## config.mk

```make
export PLATFORM = sky130hd
export DESIGN_NAME = udp_app_top
export DESIGN_NICKNAME = d
export VERILOG_FILES = /design/src/logic/udp_app_pkg.sv /design/src/logic/img_packet_tx.sv /design/src/logic/key_debounce.sv /design/src/logic/led_cmd_tx.sv /design/src/logic/mode_cmd_tx.sv /design/src/logic/tx_arbiter.sv /design/src/logic/udp_app_top.sv
export SDC_FILE = /design/constraint.sdc
export NUM_CORES = 1
export LEC_CHECK = 0
export BUFFER_PORTS_ARGS = -buffer_cell sky130_fd_sc_hd__buf_2
export CORE_UTILIZATION = 50
export CTS_CLUSTER_DIAMETER = 100
export DETAILED_ROUTE_END_ITERATION = 8
export PLACE_DENSITY = 0.66
export SYNTH_ARGS = -nofsm -noshare
export SYNTH_HDL_FRONTEND = slang
export SYNTH_HIERARCHICAL = 1
export SYNTH_SLANG_ARGS = --single-unit
```

## constraint.sdc

```tcl
create_clock -name clk_25_out -period 4.4 [get_ports clk_25_out]
set_input_delay 0.88 -clock clk_25_out [delete_from_list [all_inputs] [get_ports clk_25_out]]
set_output_delay 0.88 -clock clk_25_out [all_outputs]
set_load 0.02 [all_outputs]
```

## src/logic/udp_app_pkg.sv

```systemverilog
package udp_app_pkg;

    // ------------------------------------------------------------------------
    // widths with a meaning
    // ------------------------------------------------------------------------
    typedef logic [7:0]  byte_t;     // one payload byte
    typedef logic [15:0] pkt_len_t;  // udp payload length
    typedef logic [31:0] pixel_t;    // {r, g, b, pad}
    typedef logic [15:0] seq_t;      // image packet number

    typedef struct packed {
        byte_t    data;
        logic     last;  // final byte of packet
        pkt_len_t len;   // whole packet length, same on every beat
    } app_beat_t;

    typedef enum logic {IDLE, SEND} tx_state_t;
    typedef enum logic [1:0] {FREE, LOCK_MODE, LOCK_IMG, LOCK_LED} arb_state_t;

    // ------------------------------------------------------------------------
    // protocol constants
    // ------------------------------------------------------------------------
    localparam int       DEBOUNCE_CYCLES   = 16;  // short, keeps simulation quick
    localparam int       DEBOUNCE_CNT_W    = $clog2(DEBOUNCE_CYCLES + 2);

    localparam byte_t    LED_CMD_TAG       = 8'hA5;
    localparam pkt_len_t LED_CMD_LEN       = 16'd4;
    localparam int       LED_PATTERNS      = 4;
    localparam int       LED_IDX_W         = $clog2(LED_PATTERNS);

    localparam pkt_len_t MODE_CMD_LEN      = 16'd2;
    localparam logic [15:0] MODE_CMD_A     = 16'h0001;
    localparam logic [15:0] MODE_CMD_B     = 16'h0003;

    localparam int       IMG_WORDS_PER_PKT = 4;
    localparam pkt_len_t IMG_PKT_LEN       = 16'd18;  // 2 seq bytes + 16 pixel bytes
    localparam int       IMG_FIFO_DEPTH    = 16;
    localparam int       IMG_PTR_W         = $clog2(IMG_FIFO_DEPTH);
    localparam int       IMG_CNT_W         = IMG_PTR_W + 1;

endpackage

```

## src/logic/img_packet_tx.sv

```systemverilog
`timescale 1ns/1ps

module img_packet_tx (
    input  logic                   clk_25_out,
    input  logic                   key1,
    input  logic                   press,
    input  udp_app_pkg::pixel_t    word,
    input  logic                   word_valid,
    output logic                   word_ready,
    output udp_app_pkg::app_beat_t beat,
    output logic                   valid,
    input  logic                   ready,
    output logic                   img_mode
);
    import udp_app_pkg::*;

    pixel_t               fifo_mem [IMG_FIFO_DEPTH];
    logic [IMG_PTR_W-1:0] wr_ptr;
    logic [IMG_PTR_W-1:0] rd_ptr;
    logic [IMG_CNT_W-1:0] fifo_cnt;
    logic                 push;
    logic                 pop;
    logic                 toggle;
    tx_state_t            state;
    pkt_len_t             byte_cnt;
    pkt_len_t             word_off;   // byte offset past the seq field
    seq_t                 seq;
    pixel_t               head;

    assign toggle     = press && (state == IDLE);
    assign word_ready = (fifo_cnt != IMG_CNT_W'(IMG_FIFO_DEPTH));
    assign push       = word_valid && word_ready && img_mode;  // dropped when mode is off
    assign word_off   = byte_cnt - 16'd2;
    assign pop        = valid && ready && (byte_cnt >= 16'd2) && (word_off[1:0] == 2'b11);
    assign head       = fifo_mem[rd_ptr];
    assign valid      = (state == SEND);

    // ------------------------------------------------------------------------
    // pixel word fifo
    // ------------------------------------------------------------------------
    always_ff @(posedge clk_25_out)
    begin
        if (push)
            fifo_mem[wr_ptr] <= word;
    end

    always_ff @(posedge clk_25_out or negedge key1)
    begin
        if (!key1)
        begin
            wr_ptr   <= '0;
            rd_ptr   <= '0;
            fifo_cnt <= '0;
        end
        else if (toggle)
        begin
            // mode change flushes whatever is buffered
            wr_ptr   <= '0;
            rd_ptr   <= '0;
            fifo_cnt <= '0;
        end
        else
        begin
            if (push)
                wr_ptr <= wr_ptr + 1'b1;
            if (pop)
                rd_ptr <= rd_ptr + 1'b1;
            if (push && !pop)
                fifo_cnt <= fifo_cnt + 1'b1;
            else if (pop && !push)
                fifo_cnt <= fifo_cnt - 1'b1;
        end
    end

    // ------------------------------------------------------------------------
    // packet serializer: seq hi, seq lo, then words msb first
    // ------------------------------------------------------------------------
    always_comb
    begin
        beat.len  = IMG_PKT_LEN;
        beat.last = (byte_cnt == IMG_PKT_LEN - 16'd1);
        if (byte_cnt == 16'd0)
            beat.data = seq[15:8];
        else if (byte_cnt == 16'd1)
            beat.data = seq[7:0];
        else
            case (word_off[1:0])
                2'd0:    beat.data = head[31:24];
                2'd1:    beat.data = head[23:16];
                2'd2:    beat.data = head[15:8];
                default: beat.data = head[7:0];
            endcase
    end

    always_ff @(posedge clk_25_out or negedge key1)
    begin
        if (!key1)
        begin
            state    <= IDLE;
            byte_cnt <= '0;
            seq      <= '0;
            img_mode <= 1'b0;
        end
        else if (state == IDLE)
        begin
            if (toggle)
            begin
                img_mode <= !img_mode;
                if (!img_mode)
                    seq <= '0;                  // entering image mode
            end
            else if (img_mode && fifo_cnt >= IMG_CNT_W'(IMG_WORDS_PER_PKT))
            begin
                byte_cnt <= '0;
                state    <= SEND;
            end
        end
        else if (valid && ready)
        begin
            if (beat.last)
            begin
                seq   <= seq + 16'd1;
                state <= IDLE;
            end
            else
                byte_cnt <= byte_cnt + 16'd1;
        end
    end

endmodule

```

## src/logic/key_debounce.sv

```systemverilog
`timescale 1ns/1ps

module key_debounce (
    input  logic clk_25_out,
    input  logic key1,
    input  logic key,    // active low button
    output logic press   // one cycle per press
);
    import udp_app_pkg::*;

    logic                      key_meta;
    logic                      key_sync;
    logic [DEBOUNCE_CNT_W-1:0] low_cnt;

    // two flop synchronizer, idles high like a released button
    always_ff @(posedge clk_25_out or negedge key1)
    begin
        if (!key1)
        begin
            key_meta <= 1'b1;
            key_sync <= 1'b1;
        end
        else
        begin
            key_meta <= key;
            key_sync <= key_meta;
        end
    end

    // count low samples, park one above the threshold until release
    always_ff @(posedge clk_25_out or negedge key1)
    begin
        if (!key1)
        begin
            low_cnt <= '0;
            press   <= 1'b0;
        end
        else
        begin
            press <= !key_sync && (low_cnt == DEBOUNCE_CNT_W'(DEBOUNCE_CYCLES));
            if (key_sync)
                low_cnt <= '0;                                // released, rearm
            else if (low_cnt != DEBOUNCE_CNT_W'(DEBOUNCE_CYCLES + 1))
                low_cnt <= low_cnt + 1'b1;
        end
    end

endmodule

```

## src/logic/led_cmd_tx.sv

```systemverilog
`timescale 1ns/1ps

module led_cmd_tx (
    input  logic                   clk_25_out,
    input  logic                   key1,
    input  logic                   press,
    output udp_app_pkg::app_beat_t beat,
    output logic                   valid,
    input  logic                   ready
);
    import udp_app_pkg::*;

    tx_state_t            state;
    pkt_len_t             byte_cnt;
    logic [LED_IDX_W-1:0] led_idx;     // current led / segment pattern
    byte_t                idx_byte;

    assign idx_byte = {{(8 - LED_IDX_W){1'b0}}, led_idx};
    assign valid    = (state == SEND);

    // packet is tag, 01, index, ~index
    always_comb
    begin
        beat.len  = LED_CMD_LEN;
        beat.last = (byte_cnt == LED_CMD_LEN - 16'd1);
        case (byte_cnt[1:0])
            2'd0:    beat.data = LED_CMD_TAG;
            2'd1:    beat.data = 8'h01;
            2'd2:    beat.data = idx_byte;
            default: beat.data = ~idx_byte;
        endcase
    end

    always_ff @(posedge clk_25_out or negedge key1)
    begin
        if (!key1)
        begin
            state    <= IDLE;
            byte_cnt <= '0;
            led_idx  <= '0;
        end
        else if (state == IDLE)
        begin
            if (press)
            begin
                led_idx  <= (led_idx == LED_IDX_W'(LED_PATTERNS - 1)) ? '0 : led_idx + 1'b1;
                byte_cnt <= '0;
                state    <= SEND;
            end
        end
        else if (valid && ready)
        begin
            if (beat.last)
                state <= IDLE;
            else
                byte_cnt <= byte_cnt + 16'd1;
        end
    end

endmodule

```

## src/logic/mode_cmd_tx.sv

```systemverilog
`timescale 1ns/1ps

module mode_cmd_tx (
    input  logic                   clk_25_out,
    input  logic                   key1,
    input  logic                   press,
    output udp_app_pkg::app_beat_t beat,
    output logic                   valid,
    input  logic                   ready
);
    import udp_app_pkg::*;

    tx_state_t   state;
    pkt_len_t    byte_cnt;
    logic        use_b;      // next command is MODE_CMD_B
    logic [15:0] cmd;

    assign cmd   = use_b ? MODE_CMD_B : MODE_CMD_A;
    assign valid = (state == SEND);

    // big endian command word
    always_comb
    begin
        beat.len  = MODE_CMD_LEN;
        beat.last = (byte_cnt == MODE_CMD_LEN - 16'd1);
        beat.data = (byte_cnt == 16'd0) ? cmd[15:8] : cmd[7:0];
    end

    always_ff @(posedge clk_25_out or negedge key1)
    begin
        if (!key1)
        begin
            state    <= IDLE;
            byte_cnt <= '0;
            use_b    <= 1'b0;
        end
        else if (state == IDLE)
        begin
            if (press)
            begin
                byte_cnt <= '0;
                state    <= SEND;
            end
        end
        else if (valid && ready)
        begin
            if (beat.last)
            begin
                use_b <= !use_b;                // flip once the command is out
                state <= IDLE;
            end
            else
                byte_cnt <= byte_cnt + 16'd1;
        end
    end

endmodule

```

## src/logic/tx_arbiter.sv

```systemverilog
`timescale 1ns/1ps

module tx_arbiter (
    input  logic                   clk_25_out,
    input  logic                   key1,
    input  udp_app_pkg::app_beat_t mode_beat,
    input  udp_app_pkg::app_beat_t img_beat,
    input  udp_app_pkg::app_beat_t led_beat,
    input  logic                   mode_valid,
    input  logic                   img_valid,
    input  logic                   led_valid,
    output logic                   mode_ready,
    output logic                   img_ready,
    output logic                   led_ready,
    input  logic                   img_mode,
    output udp_app_pkg::app_beat_t out_beat,
    output logic                   out_valid,
    input  logic                   out_ready
);
    import udp_app_pkg::*;

    arb_state_t state;
    arb_state_t grant;   // FREE here means nobody

    // priority: mode, then img in image mode, else led
    always_comb
    begin
        grant = state;
        if (state == FREE)
        begin
            if (mode_valid)
                grant = LOCK_MODE;
            else if (img_mode)
                grant = img_valid ? LOCK_IMG : FREE;
            else if (led_valid)
                grant = LOCK_LED;
        end
    end

    always_comb
    begin
        out_beat   = '0;
        out_valid  = 1'b0;
        mode_ready = 1'b0;
        img_ready  = 1'b0;
        led_ready  = 1'b0;
        case (grant)
            LOCK_MODE:
            begin
                out_beat   = mode_beat;
                out_valid  = mode_valid;
                mode_ready = out_ready;
            end
            LOCK_IMG:
            begin
                out_beat  = img_beat;
                out_valid = img_valid;
                img_ready = out_ready;
            end
            LOCK_LED:
            begin
                out_beat  = led_beat;
                out_valid = led_valid;
                led_ready = out_ready;
            end
            default:
            begin
                out_valid = 1'b0;
            end
        endcase
    end

    // lock as soon as a beat is shown, so a stalled beat never changes
    always_ff @(posedge clk_25_out or negedge key1)
    begin
        if (!key1)
            state <= FREE;
        else if (out_valid && out_ready && out_beat.last)
            state <= FREE;
        else if (out_valid)
            state <= grant;
    end

endmodule

```

## src/logic/udp_app_top.sv

```systemverilog
`timescale 1ns/1ps

module udp_app_top (
    input  logic                   clk_25_out,
    input  logic                   key1,            // reset, active low
    input  logic                   key2,            // led command
    input  logic                   key3,            // image mode toggle
    input  logic                   key4,            // mode command
    input  udp_app_pkg::pixel_t    img_word,
    input  logic                   img_word_valid,
    output logic                   img_word_ready,
    output udp_app_pkg::app_beat_t udp_tx,
    output logic                   udp_tx_valid,
    input  logic                   udp_tx_ready,
    output logic                   img_mode
);
    import udp_app_pkg::*;

    logic      key2_press;
    logic      key3_press;
    logic      key4_press;
    app_beat_t led_beat;
    app_beat_t mode_beat;
    app_beat_t img_beat;
    logic      led_valid;
    logic      mode_valid;
    logic      img_valid;
    logic      led_ready;
    logic      mode_ready;
    logic      img_ready;

    // ------------------------------------------------------------------------
    // buttons
    // ------------------------------------------------------------------------
    key_debounce u_key2_db (.clk_25_out(clk_25_out), .key1(key1), .key(key2), .press(key2_press));
    key_debounce u_key3_db (.clk_25_out(clk_25_out), .key1(key1), .key(key3), .press(key3_press));
    key_debounce u_key4_db (.clk_25_out(clk_25_out), .key1(key1), .key(key4), .press(key4_press));

    // ------------------------------------------------------------------------
    // packet senders
    // ------------------------------------------------------------------------
    led_cmd_tx u_led_tx (
        .clk_25_out (clk_25_out), .key1 (key1), .press (key2_press),
        .beat       (led_beat),   .valid(led_valid), .ready (led_ready)
    );

    mode_cmd_tx u_mode_tx (
        .clk_25_out (clk_25_out), .key1 (key1), .press (key4_press),
        .beat       (mode_beat),  .valid(mode_valid), .ready (mode_ready)
    );

    img_packet_tx u_img_tx (
        .clk_25_out (clk_25_out), .key1       (key1),           .press (key3_press),
        .word       (img_word),   .word_valid (img_word_valid), .word_ready (img_word_ready),
        .beat       (img_beat),   .valid      (img_valid),      .ready (img_ready),
        .img_mode   (img_mode)
    );

    // single payload stream toward the udp stack
    tx_arbiter u_arbiter (
        .clk_25_out (clk_25_out), .key1       (key1),
        .mode_beat  (mode_beat),  .img_beat   (img_beat),   .led_beat  (led_beat),
        .mode_valid (mode_valid), .img_valid  (img_valid),  .led_valid (led_valid),
        .mode_ready (mode_ready), .img_ready  (img_ready),  .led_ready (led_ready),
        .img_mode   (img_mode),
        .out_beat   (udp_tx),     .out_valid  (udp_tx_valid), .out_ready (udp_tx_ready)
    );

endmodule

```

==> run summary, run 1 <==
The maximum clock rate was 231 MHz. The buffer cell driving the clock tree root was clkbuf_16. The share of the cycle needed by the critical path after routing is 0.985, and the number of pins exceeding their max-slew limit in the final report is 0. The tools report the worst-skew pair later-pin latency as 0.64 ns.

The worst register-to-register path begins at u_img_tx/img_mode. Most common library cell in the layout ignoring fill and taps: edfxtp_1. For the largest net degree at the start of global routing, the log shows 95. After detailed routing, the average wire length per cell comes to 24.7 um. For the minimum setup slack among reg-to-reg paths, the log shows 0.96 ns. Dividing the detail-routed via count by the number of cells gives 6.04.

From left edge to right edge, the die measures 236 um. The startpoint of the most critical setup path is u_img_tx/rd_ptr[2]. The number of different library cells in the post-synthesis netlist is 87, and the DRC violation count after routing is 0. The clock passes through at most 3 buffers. For this run the aggregate overflow at the end of global routing stands at 0. The largest single stage delay on the critical path is 0.58 ns.

The die covers 0.0555 sq mm. Walking the worst path, the cells encountered are and2_4, buf_4, a221oi_1, a2111oi_2, a31oi_2, a221o_1, nand3_1, nand2_1, buf_2. The tools report the global-route usage over all layers as 0.235. The number of buffers and inverters on the critical path is 2. Clock tree synthesis found a total of 622 sinks. The number of nets in the layout is 1996, and the post-layout minimum cycle time is 4.33 ns. Grouping stages by cell kind, the critical path spends the most delay in compound AO/OA/AOI/OAI gates.

The async set-or-reset flop fraction in the synthesized netlist works out to 0.177. The logs give 0 for the number of maximum-capacitance violations and 67 for the boundary pin count. The number of register bits inferred by synthesis was 622; the clock skew after layout was 0.0362 ns. The flow ran to the end, and the final reports show no timing, DRC or antenna violations. Along the worst path, the maximum fanout reaches 21. For the number of iterations in the first detailed-routing pass, the log shows 5. Final hold violation count: 0. In this run, the number of DRC markers left after iteration 0 of detailed routing was 1574. The tools report the number of buffers inserted during clock tree synthesis as 61. For this run, the leading register cell type out of synthesis is edfxtp_1. During synthesis, Yosys emitted a total of 6 warnings. In the layout the commonest cells are edfxtp_1 (512), mux2i_1 (195), dfrtp_1 (101), nand2_1 (85), nor2_1 (84). The tools report the data required time at the worst endpoint as 3.52 ns.

The first global-routing pass estimated 98000 um of wire. For the number of antenna violations at the first check in global routing, the log shows 4. For the filler cell count in the final layout, the log shows 4160.

In this run, placement finished with an instance count of 2542. The worst setup path is launched from a flop. Among all stages on the critical path, the largest delay is contributed by dfrtp_2. The run gives 27100 um as the met1 wire length. From bottom edge to top edge, the die measures 236 um. The HPWL after detailed placement is 40300 um, and the mean post-synth cell area is 15.0 sq um.

The tools report the final core area utilization as 0.573. Sequential cell area fraction in the yosys report: 0.664. The run gives 0.506 as the starting density of the core. Setup violations remaining at the end of the flow were counted as 0. The clock tree synthesis step divided the H-tree into 2 levels. For the sum of routed wire length over all layers, the log shows 65800 um. Relative to the synthesized area, the layout overhead comes to 13.2%. The cell area that synthesis handed to floorplanning was 0.0273 sq mm. The count of port buffers added during placement is 57. In this run the top signal layer used is met5. The tightest min-delay check is of the in -> async type. Wire segments on met2 add up to 32900 um in the final route. The type of the setup path with the least slack is reg -> out.

The slew at the pin with the worst max-slew slack came out at 0.865 ns. The worst setup path is captured at an output pin. The data arrival time of the critical path is 3.45 ns, and the via count of the first global-routing pass is 15793. For the worst IR drop on VDD, the log shows 329 uV.

The fraction of final layout cells with drive strength greater than 1 is 0.186. The count of antenna-violating nets left after detailed routing came out at 0. TritonCTS built the clock tree. Clock-pin slew was measured on the worst setup and hold paths at 0.07 ns. Synthesis handed over a netlist of 1817 instances. The final route contains 16114 vias.

At the end of routability-driven placement, the weighted congestion stood at 0.851. For this design the static power due to leakage is 10.6 nW. The number of enable-type register cells in the synthesized netlist works out to 512. The antenna cell count was 0; the number of placement rows was 85.

The number of hold buffers added after CTS was 0. The worst-case headroom to the max-slew limit came out at 0.418. After the flow finishes, the layout carries non-filler instances totaling 2668. The run gives 0.0539 sq mm as the core area. Summed over all nets, wire length on met3 after detailed routing comes to 4410 um.

Dividing total power by cell area gives a power density of 396 mW/mm^2.
final cells by class:
type / count / area, sq um / area share
clock buffers: 81 / 1660 / 0.0538
clock inverters: 31 / 377 / 0.0122
inverters: 25 / 93.8 / 0.00304
multi-input cells: 1072 / 8520 / 0.276
flip-flops and latches: 622 / 18100 / 0.587
well taps: 696 / 871 / 0.0282
repair buffers: 141 / 1230 / 0.0400
final timing paths:
kind | to | cells past startpoint
worst max-delay path | udp_tx[21] | 9
worst min-delay path | u_led_tx/byte_cnt[8] | 1
worst max register to register | u_img_tx/fifo_cnt[4] | 15
worst min register to register | u_key3_db/key_sync | 0
max in group asynchronous | u_img_tx/wr_ptr[3] | 2
min in group clk_25_out | u_key3_db/key_sync | 0
stage by stage:
stage	hold slack (ns)	setup slack [ns]	power (mW)	area, sq um	setup TNS [ns]
after global placement	0.347	0.446	7.06	28500	0
after global routing	0.128	-0.00701	12.6	30900	-0.00701
after CTS	0.108	0.00903	12.3	30600	0
after detailed placement	0.347	0.436	7.07	28500	0
after floorplan	0.345	0.866	6.93	27500	0
final	0.135	0.0672	12.2	30900	0
synthesized netlist by cell type (29+ instances only):
cell type / instances / share of area
xor2_1: 29 / 0.0093
nand3_1: 68 / 0.012
ha_1: 33 / 0.015
a22oi_1: 59 / 0.016
mux4_2: 42 / 0.035
dfrtp_1: 104 / 0.095
mux2i_1: 197 / 0.072
o21ai_0: 39 / 0.0072
edfxtp_1: 512 / 0.56
buf_4: 73 / 0.020
clkbuf_1: 35 / 0.0048
nor2_1: 87 / 0.012
nand2_1: 86 / 0.012
state kept, by name, indices dropped and copies added, names as in the netlist, 16 cells and up:
| signal | cells |
|---|---|
| u_img_tx/fifo_mem | 512 |
| u_img_tx/seq | 16 |
| u_led_tx/byte_cnt | 16 |
| u_mode_tx/byte_cnt | 16 |
| u_img_tx/byte_cnt | 16 |
per-layer routing:
metal | track usage | vias to the layer above
li1 | - | 7169
met1 | 0.314 | 8285
met2 | 0.394 | 551
met4 | 0.0667 | 8
met3 | 0.0419 | 101
met5 | 0 | -
where the power goes:
group          switching (mW)  leakage [nW]  internal, mW  total [mW]
sequential             0.0621          6.03          6.41        6.47
clock                    2.22         0.986          3.07        5.28
combinational           0.315          3.56         0.166       0.481
timing repair:
item,4_1_cts,5_1_grt
gates cloned,0,5
buffers inserted,6,3
gates resized for setup,10,29
endpoints found under the setup margin,7,7
pin swaps,0,4
cells by family after synthesis:
kind of cell,count (synthesis),synth area share
AOI/OAI and AO/OA,271,0.0724
xor gates and xnor gates,47,0.0154
adders and majority gates,34,0.0159
buffers and inverters,171,0.0361
DFF,622,0.664
muxes,248,0.111
other,6,0.000825
and+or+nand+nor,418,0.0845
No activity file was read; power rests on OpenSTA's default activity.
==> run 2, diff against run 1 <==
--- a/config.mk
+++ b/config.mk
@@ -5,11 +5,10 @@
 export SDC_FILE = /design/constraint.sdc
 export NUM_CORES = 1
 export LEC_CHECK = 0
-export BUFFER_PORTS_ARGS = -buffer_cell sky130_fd_sc_hd__buf_2
 export CORE_UTILIZATION = 50
 export CTS_CLUSTER_DIAMETER = 100
 export DETAILED_ROUTE_END_ITERATION = 8
-export PLACE_DENSITY = 0.66
+export DONT_BUFFER_PORTS = 1
 export SYNTH_ARGS = -nofsm -noshare
 export SYNTH_HDL_FRONTEND = slang
 export SYNTH_HIERARCHICAL = 1
==> run 2 against run 1 <==
Effect of this change:
- combinational power decreased by 17%
- clock skew fell by 0.016 ns
- first-iteration DRC count shrank 3.7%
- critical path type unchanged
- largest power group unchanged
==> run summary, run 2 (same netlist as run 1, synthesis figures left out) <==
The worst register-to-register path ends at u_img_tx/fifo_cnt[4]. For this run, the detailed router's first-pass iteration total came to 6. The critical path ends at udp_tx[23]. The die covers 0.0555 sq mm.

The first global-routing pass estimated 101000 um of wire. After detailed placement, the design holds a cell count of 2504. Setup repair after global routing could not meet its margin everywhere. The antenna cell count is 0. The tools report the worst flop-to-flop path startpoint as u_img_tx/byte_cnt[3].

For this run, design rule violations remaining after detail routing come to 0. The tree is rooted in a clkbuf_16. The number of maximum-capacitance violations is 0, and the clock-pin transition on the worst setup and hold timing paths is 0.06 ns. The maximum count of clock buffers along a single path was 3. The initialized floorplan defines 85 standard-cell rows. The leakage power of the design came out at 10.5 nW. For the worst setup path, the data arrival time is 3.41 ns.

Startpoint of the most critical setup path: u_img_tx/rd_ptr[2]. The detailed router put a total of 27800 um of wire on met1. The routed design has 66500 um of wire.

The number of antenna violations at the first check in global routing was 0; the count of port buffers added during placement was 0. For the HPWL after detailed placement, the log shows 40400 um. The floorplan step set the die width to 236 um.

After detailed routing, the number of vias per cell comes to 5.99. Library cell contributing the largest single delay on the critical path: dfrtp_4. In this design, the stage delay of the slowest critical-path cell is 0.58 ns. Endpoint kind of the worst setup timing path: an output pin. Wire segments on met3 add up to 4210 um in the final route.

The number of buffers inserted during clock tree synthesis came out at 68. The global-route usage over all layers is 0.244, and the setup violation total in the final timing report is 0. For the pin with the worst max-slew slack, the measured transition is 1.15 ns.

In the final routed layout, each cell accounts on average for 25.1 um. Walking the worst path, the cells encountered are and2_2, buf_4, a22oi_1, a31oi_1, and4_4, o31ai_1, mux2i_1, a211oi_2, buf_4. TritonCTS built the clock tree. In the layout the commonest cells are edfxtp_1 (512), mux2i_1 (193), dfrtp_1 (101), buf_4 (88), nand2_1 (84). Of all nets on the critical path, the largest fanout is 11. The total length of routed met2 wires was 32800 um. The flip-flop count of the largest register after layout works out to 512. The critical path is of the reg -> out type. The final weighted congestion of routability-driven global placement is 0.862. The tools report the via count of the first global-routing pass as 15835. The worst-case IR drop observed on VDD is 364 uV. The flow ran to the end, and the final reports show no timing, DRC or antenna violations. Data on the critical path is required at its endpoint by 3.52 ns. The number of vias after detailed routing was 15852. The detailed router used layers up to and including met4.

The worst-case headroom to the max-slew limit is 0.225, and the count of antenna-violating nets left after detailed routing is 0. The number of cells on the worst reg-to-reg path is 10. The type of the most critical hold path is in -> async.

The largest net degree at the start of global routing was 105; the fraction of final layout cells with drive strength greater than 1 was 0.176. The number of pins exceeding their max-slew limit in the final report was 0. The library cell used most frequently in the layout, excluding fill and tap cells, is edfxtp_1.

In this run the register-to-register setup slack is 0.63 ns. The count of placed standard cells in the final layout, fillers left out was 2646; the final core area utilization was 0.572. Post-layout minimum cycle time: 4.29 ns. For the clock skew after layout, the log shows 0.0204 ns. The logs give 0 for the residual overflow from global routing and 1970 for the number of nets in the layout. The H-tree was split into 3 levels. More flip-flops sit in one register than any other, and that register is u_img_tx/fifo_mem. Most used cell along the critical path: buf_4.

From synthesis to final layout, the design area changed by 12.9%. The tools report the starting density of the core as 0.506. The final hold violation count is 0, and the maximum clock rate is 233 MHz. The category of the worst setup path launch point was a flop. Boundary pin count: 67. The first routing iteration left 1516 violations. The vertical die dimension works out to 236 um. The share of the cycle needed by the critical path after routing was 0.976; the worst-skew pair later-pin latency was 0.61 ns. The tree built by TritonCTS fans out to 622 sinks.

For this design the ratio of total power to cell area is 403 mW/mm^2. The core area is 0.0539 sq mm.
[run 2: cell types whose count changed in the layout (fill, tap and decap cells not counted), moves of 3 or more]
cell,previous run,this run
buf_12,13,7
buf_2,55,0
buf_4,63,88
buf_6,1,7
bufinv_16,7,4
clkbuf_1,15,19
clkbuf_16,67,73
[run 2: critical path, delay by kind of cell (launching register included)]
kind / cells / cell delay (ns)
AOI/OAI and AO/OA: 4 / 1.01
muxes: 1 / 0.20
buffers and inverters: 2 / 0.40
and+or+nand+nor: 2 / 0.60
DFF: 1 / 0.58
[run 2: report_power, final]
group          switching (mW)  total (mW)  internal, mW
clock network            2.31        5.54          3.23
registers              0.0611        6.48          6.42
logic                   0.253       0.400         0.147
total                    2.62        12.4          9.80
[run 2: repair_timing]
| action | 4_1_cts | 5_1_grt |
|---|---|---|
| hold buffers | 1 | 0 |
| endpoints found under the hold margin | 104 | 0 |
| pin swaps | 2 | 3 |
| endpoints found under the setup margin | 8 | 7 |
| resized for setup | 22 | 27 |
| buffers inserted | 9 | 7 |
| cloned | 0 | 2 |
[run 2: cell type report]
cell class / instances / area [sq um]
Fill cell: 4214 / 23100
Inverter: 25 / 93.8
Tap cell: 696 / 871
Clock inverter: 32 / 300
Multi-Input combinational cell: 1072 / 8540
Sequential cell: 622 / 18100
Timing Repair Buffer: 108 / 1010
Clock buffer: 91 / 1860
[run 2: worst min-delay path by stage]
stage                                   from                 end  slack [ns]
after floorplan           u_key2_db/key_meta  u_key2_db/key_sync        0.35
after global placement    u_key2_db/key_meta  u_key2_db/key_sync        0.35
after detailed placement  u_key2_db/key_meta  u_key2_db/key_sync        0.35
after CTS                               key1  u_key3_db/key_sync        0.10
after global routing                    key1  u_key3_db/key_sync         0.1
final                                   key1  u_key3_db/key_sync        0.14
[run 2: through the flow]
step	setup TNS [ns]	power [mW]	hold WS (ns)	area, sq um	worst slack (ns)
global route	-0.0775	12.8	0.0993	30800	-0.0463
floorplan	0	6.93	0.345	27500	0.866
detailed placement	0	6.96	0.347	28200	0.283
CTS	-0.156	12.5	0.101	30600	-0.0841
finish	0	12.4	0.136	30800	0.107
global placement	0	6.96	0.346	28200	0.338
[run 2: routing by layer]
layer  track usage  vias up
li1              -     7127
met1         0.332     8088
met5             0        -
met2         0.399      530
met4        0.0765        0
met3        0.0442      107
